**src/design/rv_core_pkg.sv**
```systemverilog
`default_nettype none

package rv_core_pkg;

    // Integer register and data path width
    localparam int XLEN = 64;

    // Address map
    // Data RAM window starts here, its size is set by RAM_WORDS
    localparam logic [XLEN-1:0] RAM_BASE     = 64'h0000_0000_0000_1000;
    // Single console data register
    localparam logic [XLEN-1:0] CONSOLE_ADDR = 64'h0000_0000_8000_0000;

    // Major opcodes of the supported subset
    localparam logic [6:0] OPC_LUI    = 7'b0110111;
    localparam logic [6:0] OPC_OP_IMM = 7'b0010011;
    localparam logic [6:0] OPC_OP     = 7'b0110011;
    localparam logic [6:0] OPC_LOAD   = 7'b0000011;
    localparam logic [6:0] OPC_STORE  = 7'b0100011;

    // funct fields
    localparam logic [2:0] F3_ADD = 3'b000;
    // Doubleword width for LD and SD
    localparam logic [2:0] F3_DW  = 3'b011;
    localparam logic [6:0] F7_ADD = 7'b0000000;

    // Operation class after decode
    typedef enum logic [2:0] {
        OP_NOP  = 3'd0,
        OP_LUI  = 3'd1,
        OP_ADDI = 3'd2,
        OP_ADD  = 3'd3,
        OP_LD   = 3'd4,
        OP_SD   = 3'd5
    } op_kind_t;

    // Decode to execute
    typedef struct packed {
        op_kind_t        kind;
        logic [4:0]      rd;
        logic [4:0]      rs1;
        logic [4:0]      rs2;
        // Already sign extended for its format
        logic [XLEN-1:0] imm;
    } dec_op_t;

    // Execute to memory, only LD and SD travel here
    typedef struct packed {
        op_kind_t        kind;
        logic [4:0]      rd;
        logic [XLEN-1:0] addr;
        logic [XLEN-1:0] data;
    } mem_op_t;

endpackage

`default_nettype wire
```
**src/design/stage_if.sv**
```systemverilog
`default_nettype none

// Valid/ready link between two pipeline stages
interface stage_if #(
    parameter type payload_t = logic
) (
    input wire clk,
    input wire reset
);

    logic     valid;
    logic     ready;
    payload_t payload;

    modport source (output valid, output payload, input ready);
    modport sink (input valid, input payload, output ready);

    // Offered op must wait unchanged until the sink takes it
    a_hold_until_taken: assert property (
        @(posedge clk) disable iff (!reset)
        valid && !ready |=> valid && $stable(payload)
    );

endinterface

`default_nettype wire

```
**src/design/rv_decode.sv**
```systemverilog
`default_nettype none

module rv_decode (
    input  wire        clk,
    input  wire        reset,
    input  wire [31:0] instr,
    input  wire        instr_valid,
    output logic       instr_ready,
    stage_if.source    out
);

    import rv_core_pkg::*;

    logic    run;
    logic    take;
    dec_op_t dec;

    // Instruction fields
    logic [6:0] opcode;
    logic [2:0] funct3;
    logic [6:0] funct7;

    assign opcode = instr[6:0];
    assign funct3 = instr[14:12];
    assign funct7 = instr[31:25];

    // Held off until the first clock after reset
    always_ff @(posedge clk or negedge reset) begin
        if (!reset) begin
            run <= 1'b0;
        end else begin
            run <= 1'b1;
        end
    end

    // One entry stage, free when empty or being drained
    assign instr_ready = run && (!out.valid || out.ready);
    assign take        = instr_valid && instr_ready;

    always_comb begin
        dec.kind = OP_NOP;
        dec.rd   = instr[11:7];
        dec.rs1  = instr[19:15];
        dec.rs2  = instr[24:20];
        dec.imm  = '0;
        case (opcode)
            OPC_LUI: begin
                // U format, upper 20 bits, sign extended to 64
                dec.kind = OP_LUI;
                dec.imm  = {{32{instr[31]}}, instr[31:12], 12'b0};
            end
            OPC_OP_IMM: begin
                if (funct3 == F3_ADD) begin
                    dec.kind = OP_ADDI;
                    dec.imm  = {{52{instr[31]}}, instr[31:20]};
                end
            end
            OPC_OP: begin
                if (funct3 == F3_ADD && funct7 == F7_ADD) begin
                    dec.kind = OP_ADD;
                end
            end
            OPC_LOAD: begin
                if (funct3 == F3_DW) begin
                    dec.kind = OP_LD;
                    dec.imm  = {{52{instr[31]}}, instr[31:20]};
                end
            end
            OPC_STORE: begin
                // S format, offset split around rd field
                if (funct3 == F3_DW) begin
                    dec.kind = OP_SD;
                    dec.imm  = {{52{instr[31]}}, instr[31:25], instr[11:7]};
                end
            end
            default: begin
                // Anything else falls through as NOP
                dec.kind = OP_NOP;
            end
        endcase
    end

    always_ff @(posedge clk or negedge reset) begin
        if (!reset) begin
            out.valid <= 1'b0;
        end else if (take) begin
            out.valid <= 1'b1;
        end else if (out.ready) begin
            out.valid <= 1'b0;
        end
    end

    // Payload register
    always_ff @(posedge clk) begin
        if (take) begin
            out.payload <= dec;
        end
    end

endmodule

`default_nettype wire

```
**src/flat_wrapper.sv**
```systemverilog
// flat-port wrapper written by rule: the top's interface ports become plain ports
module rv_decode_flat import rv_core_pkg::*;
  (clk, reset, instr, instr_valid, instr_ready, out_valid, out_payload, out_ready);
  stage_if out_i (.clk(clk), .reset(reset));
  input  wire clk;
  input  wire reset;
  input  wire [31:0] instr;
  input  wire instr_valid;
  output logic instr_ready;
  output wire logic [$bits(out_i.valid)-1:0] out_valid;
  output wire logic [$bits(out_i.payload)-1:0] out_payload;
  input wire logic [$bits(out_i.ready)-1:0] out_ready;
  assign out_valid = out_i.valid;
  assign out_payload = out_i.payload;
  assign out_i.ready = out_ready;
  rv_decode u_core (.clk(clk), .reset(reset), .instr(instr), .instr_valid(instr_valid), .instr_ready(instr_ready), .out(out_i));
endmodule
```
**config.mk**
```make
export PLATFORM = sky130hd
export DESIGN_NAME = rv_decode_flat
export DESIGN_NICKNAME = d
export VERILOG_FILES = /design/src/design/rv_core_pkg.sv /design/src/design/stage_if.sv /design/src/design/rv_decode.sv /design/src/flat_wrapper.sv
export SDC_FILE = /design/constraint.sdc
export NUM_CORES = 1
export LEC_CHECK = 0
export BUFFER_PORTS_ARGS = -buffer_cell sky130_fd_sc_hd__buf_4
export CAP_MARGIN = 5
export CORE_AREA = 2 2 39 41
export CTS_CLUSTER_DIAMETER = 80
export DETAILED_ROUTE_END_ITERATION = 8
export DIE_AREA = 0 0 41 43
export MAX_ROUTING_LAYER = met4
export SYNTH_ARGS = -nofsm -noshare
export SYNTH_HDL_FRONTEND = slang
export SYNTH_SLANG_ARGS = --single-unit
```
**constraint.sdc**
```tcl
create_clock -name clk -period 1.4 [get_ports clk]
set_clock_uncertainty 0.05 [all_clocks]
set_input_delay 0 -clock clk [delete_from_list [all_inputs] [get_ports clk]]
set_output_delay 0 -clock clk [all_outputs]
set_load 0.02 [all_outputs]
```
==> results.yml <==
yosys:
  synthDistinctLibCells: 14
  netlist_area_um2: 171.4
  synthTopCellsByArea: "dfrtp_1 29%, edfxtp_1 18%, nor2b_1 7.3%, nor4_2 7.3%, mux2i_1 5.8%"
  avgSynthCellArea_um2: 10.08
  yosysWarnings: 0
  ys_async_sr_fraction: 0.6667
  ys_ff_latch: 3
  synth_top_area_frac: 0.2920
  syn-num-nets: 53
  synth_flop_cell: "dfrtp_1"
  yosysSeqAreaShare: 0.4672
  syn_inst: 17
  synth_commonest_cells: "2 x dfrtp_1, 2 x nand2_1, 2 x nor2b_1"
  synth_edf_count: 1
  yosysTopAreaCell: "dfrtp_1"
timing:
  max_freq_mhz: 775.9
  rsz0062_at_grt: "false"
  setup_viol: 0
  period_share: 0.9206
  fin_crit_ps: 1289
  drv_slew: 0
  postLayoutSetupSlackWorst_ps: 111.1
  fin_tns_setup_ps: 0
  hold_violations: 0
clock_network:
  root_buffer: "clkbuf_4"
  hold_buffers: 3
  post_cts.repair.setup_buffers: 0
  cts_tree: "built"
  path_clk_slew_ps: 30
  clock_latency_ps: 230
  numClockSinks: 3
  cts.repair.resized: 0
  clockBufferDepth: 2
  htree_levels: 1
  numCtsBuffers: 3
power:
  power.density_nw_per_um2: 851.0
  switching_share: 0.2265
  switching_power_mw: 0.07380
  intPower_mw: 0.2520
  ir_drop_mv: 0.3872
  power_frac_seq: 0.304
  power.share.clock: 0.466
  power_leakage_nw: 0.1834
  pwr-share-comb: 0.230
final_layout:
  multi_input_area_um2: 91.34
  layout.nets: 79
  antenna_cells: 0
  regArea_um2: 80.08
  drive_above_1_share: 0.5476
  n_fill_cell: 159
  area_growth_pct: 123.4
critical_path:
  cp-end-kind: "flip-flop"
  crit_fanout: 2
  worstSetupPathType: "input pin to flip-flop"
  slowest_delay_ps: 550
  cp-start-kind: "input pin"
  slowest_stage: "dlygate4sd3_1"
  crit_family: "buffers and inverters"
  crit_chain: "dlygate4sd3_1 > buf_4 > nand2_1 > nand2_1 > dlygate4sd3_1"
  cp_num_buf_inv: 3
  required_ps: 1460
  arrival_ps: 1350
routing:
  avgViaCountPerCell: 3.534
  ant_nets: 0
  route.detailed.drc: 0
  vias: 205
  wl_um: 474
  drt_iter0_drc: 1
  firstDrtPassIters: 2
  wire_per_inst_um: 8.172
global_routing:
  grt_pass1_vias: 207
  grt_max_degree: 4
  antenna_found_initial: 0
  grtUsageTotal: 0.07216
  grt_overflow: 0
  grt_pass1_wl_um: 731
place:
  io_buffers: 18
  dp_slack_ps: 439.4
  hpwl_um: 367.5
  routabilityCongestion: 0.4809
floorplanning:
  die_x_um: 41
  pin_count: 39
  initial_core_util: 0.1239
  fp.dieH_um: 43
  die_area_um2: 1763
  rows: 14
  coreArea_um2: 1384
run_status:
  status: "completed"
flow_run:
  maxCapViolations: 0
min_path:
  hold_class: "input pin to async pin"
==> per-layer routing <==
layer / vias to the layer above / part of all wire / global-route usage / wire length [um]
met4: 0 / 0 / 0.02000 / 0
met1: 88 / 0.32 / 0.05825 / 150
met2: 11 / 0.56 / 0.09688 / 264
met5: - / 0 / - / 0
met3: 0 / 0.13 / 0.09424 / 60
li1: 106 / - / - / -
==> area by class of cell <==
type                            count  share of cell area
Tap cell                           16             0.05229
Sequential cell                     3              0.2092
Clock buffer                        4             0.06863
Timing Repair Buffer               21              0.4314
Multi-Input combinational cell     14              0.2386
==> state kept, by name, indices dropped and copies added, names as in the netlist <==
| name | count |
|---|---|
| u_core.out.payload | 1 |
| u_core.run | 1 |
| u_core.out.valid | 1 |
==> layout by cell type, fill, tap and decap left out, types with 2 or more instances in the layout <==
cell | Yosys | layout
dfrtp_1 | 2 | 2
dlygate4sd3_1 | 0 | 3
buf_4 | 0 | 18
nand2_1 | 2 | 2
clkbuf_4 | 0 | 3
nor2b_1 | 2 | 2
==> per-stage QoR <==
step | utilization | total power [mW] | hold WS (ps) | std cells | cell area, um2
2_1_floorplan | - | 0.1219 | -345.6 | 17 | 171.4
3_3_place_gp | 0.2360 | 0.1664 | -267.4 | 51 | 326.6
3_5_place_dp | 0.2360 | 0.1679 | -264.7 | 51 | 326.6
4_1_cts | 0.2767 | 0.3374 | 33.40 | 58 | 382.9
5_1_grt | 0.2767 | 0.3499 | 52.79 | 58 | 382.9
6_report | 0.2767 | 0.3258 | 37.98 | 58 | 382.9
==> power by group through the flow <==
stage	logic (mW)	registers [mW]	clock network, mW
floorplan	0.0168	0.105	0
CTS	0.0758	0.0993	0.162
global placement	0.0665	0.0999	0
detailed placement	0.0675	0.100	0
global route	0.0810	0.0994	0.170
finish	0.0749	0.0992	0.152
==> cell families after synthesis <==
family | Yosys count | synth area share
and+or+nand+nor | 11 | 0.4234
DFF | 3 | 0.4672
AOI/OAI and AO/OA | 1 | 0.02917
muxes | 1 | 0.05840
other | 1 | 0.02188
==> worst paths after layout <==
| check | cells past startpoint | startpoint | to | slack [ps] |
|---|---|---|---|---|
| hold / removal | 2 | reset | u_core.out.valid | 40 |
| setup / recovery | 5 | instr_valid | u_core.out.valid | 110 |
| min in group clk | 3 | instr[4] | u_core.out.payload | 80 |
| setup reg to reg | 3 | u_core.out.valid | u_core.out.valid | 160 |
| max in group asynchronous | 2 | reset | u_core.run | 1180 |
| hold reg to reg | 2 | u_core.run | u_core.out.payload | 610 |
Note: power is estimated with default switching activity, not from simulation.
