File: src/design/rv_core_pkg.sv
`default_nettype none

package rv_core_pkg;

    // Integer register and data path width
    localparam int XLEN = 64;

    // Address map
    // Data RAM window starts here, its size is set by RAM_WORDS
    localparam logic [XLEN-1:0] RAM_BASE     = 64'h0000_0000_0000_1000;
    // Single console data register
    localparam logic [XLEN-1:0] CONSOLE_ADDR = 64'h0000_0000_8000_0000;

    // Major opcodes of the supported subset
    localparam logic [6:0] OPC_LUI    = 7'b0110111;
    localparam logic [6:0] OPC_OP_IMM = 7'b0010011;
    localparam logic [6:0] OPC_OP     = 7'b0110011;
    localparam logic [6:0] OPC_LOAD   = 7'b0000011;
    localparam logic [6:0] OPC_STORE  = 7'b0100011;

    // funct fields
    localparam logic [2:0] F3_ADD = 3'b000;
    // Doubleword width for LD and SD
    localparam logic [2:0] F3_DW  = 3'b011;
    localparam logic [6:0] F7_ADD = 7'b0000000;

    // Operation class after decode
    typedef enum logic [2:0] {
        OP_NOP  = 3'd0,
        OP_LUI  = 3'd1,
        OP_ADDI = 3'd2,
        OP_ADD  = 3'd3,
        OP_LD   = 3'd4,
        OP_SD   = 3'd5
    } op_kind_t;

    // Decode to execute
    typedef struct packed {
        op_kind_t        kind;
        logic [4:0]      rd;
        logic [4:0]      rs1;
        logic [4:0]      rs2;
        // Already sign extended for its format
        logic [XLEN-1:0] imm;
    } dec_op_t;

    // Execute to memory, only LD and SD travel here
    typedef struct packed {
        op_kind_t        kind;
        logic [4:0]      rd;
        logic [XLEN-1:0] addr;
        logic [XLEN-1:0] data;
    } mem_op_t;

endpackage

`default_nettype wire
File: src/design/stage_if.sv
`default_nettype none

// Valid/ready link between two pipeline stages
interface stage_if #(
    parameter type payload_t = logic
) (
    input wire clk,
    input wire reset
);

    logic     valid;
    logic     ready;
    payload_t payload;

    modport source (output valid, output payload, input ready);
    modport sink (input valid, input payload, output ready);

    // Offered op must wait unchanged until the sink takes it
    a_hold_until_taken: assert property (
        @(posedge clk) disable iff (!reset)
        valid && !ready |=> valid && $stable(payload)
    );

endinterface

`default_nettype wire

File: src/design/rv_memory.sv
`default_nettype none

module rv_memory #(
    parameter int RAM_WORDS = 1024
) (
    input  wire                          clk,
    input  wire                          reset,
    stage_if.sink                        in,
    input  wire [7:0]                    key_code,
    input  wire                          key_valid,
    output logic                         key_ready,
    output logic [rv_core_pkg::XLEN-1:0] console_data,
    output logic                         console_valid,
    input  wire                          console_ready,
    output logic                         wb_en,
    output logic [4:0]                   wb_rd,
    output logic [rv_core_pkg::XLEN-1:0] wb_data
);

    import rv_core_pkg::*;

    localparam int AW = $clog2(RAM_WORDS);
    // First address past the RAM window
    localparam logic [XLEN-1:0] RAM_LIMIT = RAM_BASE + (XLEN'(RAM_WORDS) << 3);

    logic [XLEN-1:0] ram [RAM_WORDS];
    logic [XLEN-1:0] ram_q;
    logic [XLEN-1:0] offset;
    logic [AW-1:0]   ram_idx;
    logic            in_ram;
    logic            is_console;
    logic            take;
    logic            key_take;
    logic            con_load;
    logic            ld_hit;
    mem_op_t         op;

    assign op = in.payload;

    // Address decode
    assign in_ram     = (op.addr >= RAM_BASE) && (op.addr < RAM_LIMIT);
    assign is_console = (op.addr == CONSOLE_ADDR);
    assign offset     = op.addr - RAM_BASE;
    // Word index without the byte offset
    assign ram_idx    = offset[AW+2:3];

    // Stalls while a console word is stuck
    assign in.ready = !console_valid || console_ready;
    assign take     = in.valid && in.ready;

    // Echo only with nothing in flight here
    assign key_ready = key_valid && !in.valid && !console_valid && !wb_en;
    assign key_take  = key_valid && key_ready;

    assign con_load = (take && op.kind == OP_SD && is_console) || key_take;

    always_ff @(posedge clk or negedge reset) begin
        if (!reset) begin
            console_valid <= 1'b0;
        end else if (con_load) begin
            console_valid <= 1'b1;
        end else if (console_ready) begin
            console_valid <= 1'b0;
        end
    end

    // Console word with key codes zero extended
    always_ff @(posedge clk) begin
        if (key_take) begin
            console_data <= {{(XLEN-8){1'b0}}, key_code};
        end else if (con_load) begin
            console_data <= op.data;
        end
    end

    // Data RAM with write and synchronous read
    always_ff @(posedge clk) begin
        if (take && in_ram) begin
            if (op.kind == OP_SD) begin
                ram[ram_idx] <= op.data;
            end else begin
                ram_q <= ram[ram_idx];
            end
        end
    end

    // One writeback pulse per load
    always_ff @(posedge clk or negedge reset) begin
        if (!reset) begin
            wb_en  <= 1'b0;
            ld_hit <= 1'b0;
        end else begin
            wb_en  <= take && (op.kind == OP_LD);
            ld_hit <= take && (op.kind == OP_LD) && in_ram;
        end
    end

    always_ff @(posedge clk) begin
        if (take) begin
            wb_rd <= op.rd;
        end
    end

    // Loads outside the window read zero
    assign wb_data = ld_hit ? ram_q : '0;

    a_console_hold: assert property (
        @(posedge clk) disable iff (!reset)
        console_valid && !console_ready |=> console_valid && $stable(console_data)
    );

endmodule

`default_nettype wire

File: src/flat_wrapper.sv
// flat-port wrapper written by rule: the top's interface ports become plain ports
module rv_memory_flat import rv_core_pkg::*;
#(
    parameter int RAM_WORDS = 1024
)
  (clk, reset, key_code, key_valid, key_ready, console_data, console_valid, console_ready, wb_en, wb_rd, wb_data, in_valid, in_payload, in_ready);
  stage_if in_i (.clk(clk), .reset(reset));
  input  wire clk;
  input  wire reset;
  input  wire [7:0] key_code;
  input  wire key_valid;
  output logic key_ready;
  output logic [rv_core_pkg::XLEN-1:0] console_data;
  output logic console_valid;
  input  wire console_ready;
  output logic wb_en;
  output logic [4:0] wb_rd;
  output logic [rv_core_pkg::XLEN-1:0] wb_data;
  input wire logic [$bits(in_i.valid)-1:0] in_valid;
  input wire logic [$bits(in_i.payload)-1:0] in_payload;
  output wire logic [$bits(in_i.ready)-1:0] in_ready;
  assign in_i.valid = in_valid;
  assign in_i.payload = in_payload;
  assign in_ready = in_i.ready;
  rv_memory #(.RAM_WORDS(RAM_WORDS)) u_core (.clk(clk), .reset(reset), .in(in_i), .key_code(key_code), .key_valid(key_valid), .key_ready(key_ready), .console_data(console_data), .console_valid(console_valid), .console_ready(console_ready), .wb_en(wb_en), .wb_rd(wb_rd), .wb_data(wb_data));
endmodule
File: config.mk
export PLATFORM = sky130hd
export DESIGN_NAME = rv_memory_flat
export DESIGN_NICKNAME = d
export VERILOG_FILES = /design/src/design/rv_core_pkg.sv /design/src/design/stage_if.sv /design/src/design/rv_memory.sv /design/src/flat_wrapper.sv
export SDC_FILE = /design/constraint.sdc
export NUM_CORES = 1
export LEC_CHECK = 0
export CORE_AREA = 2 2 58 60
export CTS_BUF_LIST = sky130_fd_sc_hd__clkbuf_4 sky130_fd_sc_hd__clkbuf_8
export CTS_CLUSTER_SIZE = 40
export DETAILED_ROUTE_END_ITERATION = 16
export DIE_AREA = 0 0 60 62
export DONT_BUFFER_PORTS = 1
export HOLD_SLACK_MARGIN = 0.1
export SETUP_SLACK_MARGIN = 0.1
export SYNTH_ARGS = -nofsm -noshare
export SYNTH_HDL_FRONTEND = slang
export SYNTH_SLANG_ARGS = --single-unit
File: constraint.sdc
create_clock -name clk -period 2.09 [get_ports clk]
set_clock_uncertainty 0.15 [all_clocks]
set_input_delay 0.3135 -clock clk [delete_from_list [all_inputs] [get_ports clk]]
set_output_delay 0.3135 -clock clk [all_outputs]
set_load 0.03 [all_outputs]
==> impl_metrics.toml, run 1 <==
[cts]
cts_root_buffer = "clkbuf_4"
insertion_delay_ns = 0.25
cts_made_buffers = 3
clkTransAtPathRegs_ns = 0.06
htreeDepth = 1
clockBufferDepth = 2
postCtsSetupBuffers = 0
cts.sinks = 9
cts_tree = "yes"

[synthesis]
synthMuxAreaShare_pct = 0
synth-adder-area-share_pct = 0
syn-cell-area_um2 = 1250
seq_area_frac_synth_pct = 21.2
synth_top_family_by_area = "buffers and inverters"
synth.distinct_cells = 8
yosysWarnings = 0
synth_xor_area_share_pct = 0
syn_inst = 140
synth_compound_area_share_pct = 0
synth-simple-area-share_pct = 2.71
synth-seq-cells = 9
synth_area_per_cell_um2 = 8.92

[run]
cap_violations = 0

[pwr]
p_sw_share_pct = 57.2
p_sw_uw = 393
internal-power_uw = 294
p_seq_share_pct = 33.5
vdd_drop_max_uv = 154
pwr-share-comb_pct = 47.9
p_per_area_nw_per_um2 = 720
power_frac_clock_pct = 18.6
leakage_uw = 0.000568
total_power_uw = 687

[global_routing]
grt_pass1_wl_um = 910
grt_remaining_overflow = 0
antenna_found_initial = 0
grtUsageTotal_pct = 3.47
grt_max_degree = 10
grt_pass1_vias = 225

[final_layout]
nNetsFinal = 168
fillers = 334
area_delta_synth_final_pct = -23.5
multiInputGateArea_um2 = 507
n_antenna_cell = 0
fin_cells = 199
final_common_cell = "conb_1"
seqCellArea_um2 = 265
drive_above_1_share_pct = 3.92
mostFrequentLayoutCells = "conb_1, dlygate4sd3_1, edfxtp_1, clkbuf_4"

[setup_path]
endpoint_kind = "primary output"
cp_cell_sequence = "or2b_1"
crit_path_max_fanout = 4
worst_setup_path_start_kind = "flip-flop"
worstSetupPathType = "reg2out"
cp_num_buf_inv = 0
critPathArrivalTime_ns = 1.22
required_ns = 1.63
critPathTopFamily = "flip-flops"
slowest_stage = "dfrtp_1"
critPathMaxStageDelay_ns = 0.56

[timing]
hold_violations = 0
worst_slew_pin_slew_ns = 0.645
rsz0062_at_grt = "no"
drv_slew = 0
fin_ws_ns = 0.408
slew_headroom_pct = 56.8
fin_setup_tns_ns = 0
fin_crit_ns = 1.68
fmax_ghz = 0.594
final.period_utilization_pct = 80.5
setup_viol = 0

[place]
place.gp.congestion = 0.568
post-place-cells = 186
place_ws_ns = 0.434
hpwl_um = 968
portBuffers = 0

[min_path]
hold_path.class = "in2async"

[detailed_routing]
wirelength_mm = 1.15
drt_iter0_drc = 12
ant_nets = 0
vias = 491
first_pass_iters = 2
drt-wirelength-per-cell_um = 5.76
vias_per_cell = 2.47
remaining_drc_errors = 0

[die]
rows = 21
dieHeight_um = 62
core_um2 = 3180
die_area_um2 = 3720
io-pin-count = 151
initial_utilization_pct = 39.3
die_w_um = 60

[outcome]
status = "completed"
[per-layer routing]
metal | global-route usage, % | vias up | share of wire (%)
met5 | 0 | - | 0
met1 | 2.39 | 219 | 21
met3 | 0.621 | 0 | 17
li1 | - | 204 | -
met2 | 7.14 | 68 | 62
met4 | 3.81 | 0 | 0
[flip-flops by register name, summed over array words and instances, names as in the netlist]
| register | flops |
|---|---|
| u_core.console_data | 8 |
| u_core.console_valid | 1 |
[final cells by class]
class                           instances  area share, %
Tap cell                               46           6.03
Clock buffer                            3           2.36
Timing Repair Buffer                   10           10.2
Sequential cell                         9           27.8
Multi-Input combinational cell        130           53.1
Clock inverter                          1          0.524
[synth_stat cells (all sizes together)]
| cell type | number | share of area, % |
|---|---|---|
| nand2b | 1 | 0.50 |
| edfxtp | 8 | 19 |
| conb | 1 | 0.30 |
| nor3b | 2 | 1.6 |
| or2b | 1 | 0.60 |
| dfrtp | 1 | 2.0 |
| buf | 126 | 76 |
[worst paths after layout]
path                                 startpoint  cells past startpoint  slack, ns                     end
setup / recovery           u_core.console_valid                      1       0.41                in_ready
hold / removal                            reset                      1       0.13    u_core.console_valid
setup reg to reg           u_core.console_valid                      1       0.44  u_core.console_data[0]
hold reg to reg            u_core.console_valid                      1       0.79  u_core.console_data[2]
max in group asynchronous                 reset                      1       1.55    u_core.console_valid
min in group clk                       in_valid                      1       0.17  u_core.console_data[2]
[stage by stage]
step | hold slack (ns) | util [%] | cell area, um2
after floorplan | -0.132 | - | 1720
after detailed placement | -0.132 | 26.3 | 837
after global routing | 0.119 | 30.0 | 955
final | 0.126 | 30.0 | 955
after CTS | 0.110 | 30.0 | 955
after global placement | -0.132 | 26.3 | 837
[cell families after synthesis]
kind of cell	Yosys count
buf+inv	126
simple gates	4
other cells	1
flops	9
[power groups by stage]
stage | combinational [uW] | clock [uW] | sequential (uW)
after floorplan | 489 | 0 | 233
after global placement | 309 | 0 | 234
after detailed placement | 310 | 0 | 234
after CTS | 323 | 135 | 230
after global routing | 348 | 141 | 231
final | 329 | 128 | 230
[repair_timing]
item                                   4_1_cts  5_1_grt
hold buffers                                 9        0
endpoints found under the hold margin        9        0
resized for setup                            0        0
No activity file was read; power rests on OpenSTA's default activity.
==> inputs of run 2 (changes only) <==
--- a/config.mk
+++ b/config.mk
@@ -5,6 +5,7 @@
 export SDC_FILE = /design/constraint.sdc
 export NUM_CORES = 1
 export LEC_CHECK = 0
+export ABC_AREA = 1
 export CORE_AREA = 2 2 58 60
 export CTS_BUF_LIST = sky130_fd_sc_hd__clkbuf_4 sky130_fd_sc_hd__clkbuf_8
 export CTS_CLUSTER_SIZE = 40
==> constraint.sdc (replaced) <==
create_clock -name clk -period 1.6 [get_ports clk]
set_clock_uncertainty 0.15 [all_clocks]
set_input_delay 0.24 -clock clk [delete_from_list [all_inputs] [get_ports clk]]
set_output_delay 0.24 -clock clk [all_outputs]
set_load 0.03 [all_outputs]
==> run 2 against run 1 <==
Net effect:
- area after synthesis is 0.20% higher
- final cell count up 3.0%
- clock power is 53% higher
- largest cell class unchanged
- synthesized cell count increased by 2.9%
- non-clock buffer count increased by 2
- largest power group unchanged
- worst setup slack worse by 0.25 ns
- sequential power increased by 28%
- flip-flop and latch count stayed put
- via count rose by 4.1%
==> impl_metrics.toml, run 2 <==
[setup_path]
critPathMaxStageDelay_ns = 0.56
cp.depth = 3
worst_setup_path_start_kind = "input port"
reg2reg_to = "u_core.console_data[5]"
cp_num_buf_inv = 2
worstSetupPathType = "in2out"
crit_end = "key_ready"
cp_cell_sequence = "dlygate4sd3_1 > nand3_2 > inv_2"
critPathArrivalTime_ns = 1.05
critPathTopFamily = "buffers and inverters"
cp-startpoint = "key_valid"
crit_path_max_fanout = 3
endpoint_kind = "primary output"
required_ns = 1.21
reg2reg_depth = 3
slowest_stage = "dlygate4sd3_1"
r2r_start = "u_core.console_valid"
r2r_slack_ns = 0.33

[synthesis]
yosysWarnings = 0
synth.most_common_cell = "buf_4"
seq_area_frac_synth_pct = 21.2
synthTopCellsByCount = "buf_4, edfxtp_1, inv_1"
synth_top_area_cell = "buf_4"
syn_inst = 144
synth_top_cell_area_share_pct = 75.6
synthArstFlopShare_pct = 11.1
synth-seq-cells = 9
synth-edff-count = 8
syn-cell-area_um2 = 1250
synth_area_per_cell_um2 = 8.69
ys.flop_type = "edfxtp_1"
synth.distinct_cells = 7
synthTopCellsByArea = "buf_4, edfxtp_1, dfrtp_1"

[global_routing]
grt_pass1_wl_um = 938
grt_remaining_overflow = 0
grt_max_degree = 9
antenna_found_initial = 0
grt_pass1_vias = 216
grtUsageTotal_pct = 3.55

[min_path]
holdCritStartpoint = "in_valid"
hold_path.class = "in2reg"
whs_path_depth = 3

[die]
core_um2 = 3180
io-pin-count = 151
rows = 21
die_w_um = 60
dieHeight_um = 62
initial_utilization_pct = 39.4
die_area_um2 = 3720

[final_layout]
nNetsFinal = 174
largest_reg_flops = 8
final_common_cell = "conb_1"
reg_top3 = "u_core.console_data x8, u_core.console_valid x1"
n_antenna_cell = 0
mostFrequentLayoutCells = "conb_1, dlygate4sd3_1, edfxtp_1, inv_1, clkbuf_4"
area_delta_synth_final_pct = -21.7
drive_above_1_share_pct = 4.40
fin_cells = 205
regMostFlops = "u_core.console_data"

[detailed_routing]
drt_iter0_drc = 18
first_pass_iters = 2
ant_nets = 0
met2_wirelength_um = 697
vias_per_cell = 2.49
top_layer_used = "met4"
wirelength_mm = 1.22
wl_met3_um = 246
remaining_drc_errors = 0
vias = 511
wl_met1_um = 256
drt-wirelength-per-cell_um = 5.94

[cts]
clockBufferDepth = 2
cts_tree = "yes"
cts_made_buffers = 3
cts.sinks = 9
htreeDepth = 1
postCtsHoldBufs = 11
cts_root_buffer = "clkbuf_4"
clkTransAtPathRegs_ns = 0.06
insertion_delay_ns = 0.26

[place]
portBuffers = 0
post-place-cells = 190
hpwl_um = 921
place.gp.congestion = 0.588

[timing]
fmax_ghz = 0.695
fin_crit_ns = 1.44
hold_violations = 0
setup_viol = 0
fin_setup_tns_ns = 0
final.period_utilization_pct = 89.9
drv_slew = 0
rsz0062_at_grt = "no"

[pwr]
vdd_drop_max_uv = 196
leakage_uw = 0.000603
p_per_area_nw_per_um2 = 953

[outcome]
status = "completed"

[run]
cap_violations = 0
## run 2: through the flow
step | hold slack (ns) | utilization [%] | worst slack, ns | area (um2) | power, uW
final | 0.0269 | 30.8 | 0.161 | 980 | 933
after global routing | 0.0386 | 30.8 | 0.126 | 980 | 975
after CTS | 0.00996 | 30.8 | 0.100 | 980 | 925
after detailed placement | -0.206 | 26.4 | 0.375 | 840 | 711
after global placement | -0.206 | 26.4 | 0.372 | 840 | 712
after floorplan | -0.206 | - | 0.284 | 1720 | 943
## run 2: layout make-up
| type | instances | area [um2] |
|---|---|---|
| Clock buffer | 4 | 30.0 |
| Fill cell | 336 | 2200 |
| Inverter | 5 | 18.8 |
| Multi-Input combinational cell | 129 | 490 |
| Sequential cell | 9 | 265 |
| Tap cell | 46 | 57.6 |
| Timing Repair Buffer | 12 | 118 |
## run 2: report_power, final
group	switching, uW	leakage, uW	internal [uW]
clock network	83.0	0.0000184	113
logic	419	0.000498	24.6
registers	22.5	0.0000868	271
## run 2: per-layer routing
metal	vias to the layer above	GRT usage, %
met4	0	2.86
met2	78	6.83
met3	2	1.04
met5	-	0
met1	219	3.01
li1	212	-
## run 2: how the worst min path moves through the flow
stage                                 to  slack [ns]
floorplan           u_core.console_valid       -0.21
global route        u_core.console_valid        0.04
CTS                 u_core.console_valid        0.01
global placement    u_core.console_valid       -0.21
finish              u_core.console_valid        0.03
detailed placement  u_core.console_valid       -0.21
## run 2: worst reg2reg max path: stages, from the launching register on
cell and delay [ns]:
dfrtp_1 0.40, inv_1 0.07, nand3_2 0.08, inv_1 0.25
## run 2: cell families (layout without fill, tap and decap cells)
group	count (synthesis)	after routing	synth area share [%]
and+or+nand+nor	3	3	1.40
other	1	126	0.300
buffers and inverters	131	21	77.1
DFF	9	9	21.2
## run 2: timing repair
| action | in CTS | in global routing |
|---|---|---|
| gates resized for setup | 0 | 1 |
| setup endpoints to repair | 0 | 1 |
| buffers inserted | 0 | 0 |
| endpoints found under the hold margin | 10 | 1 |
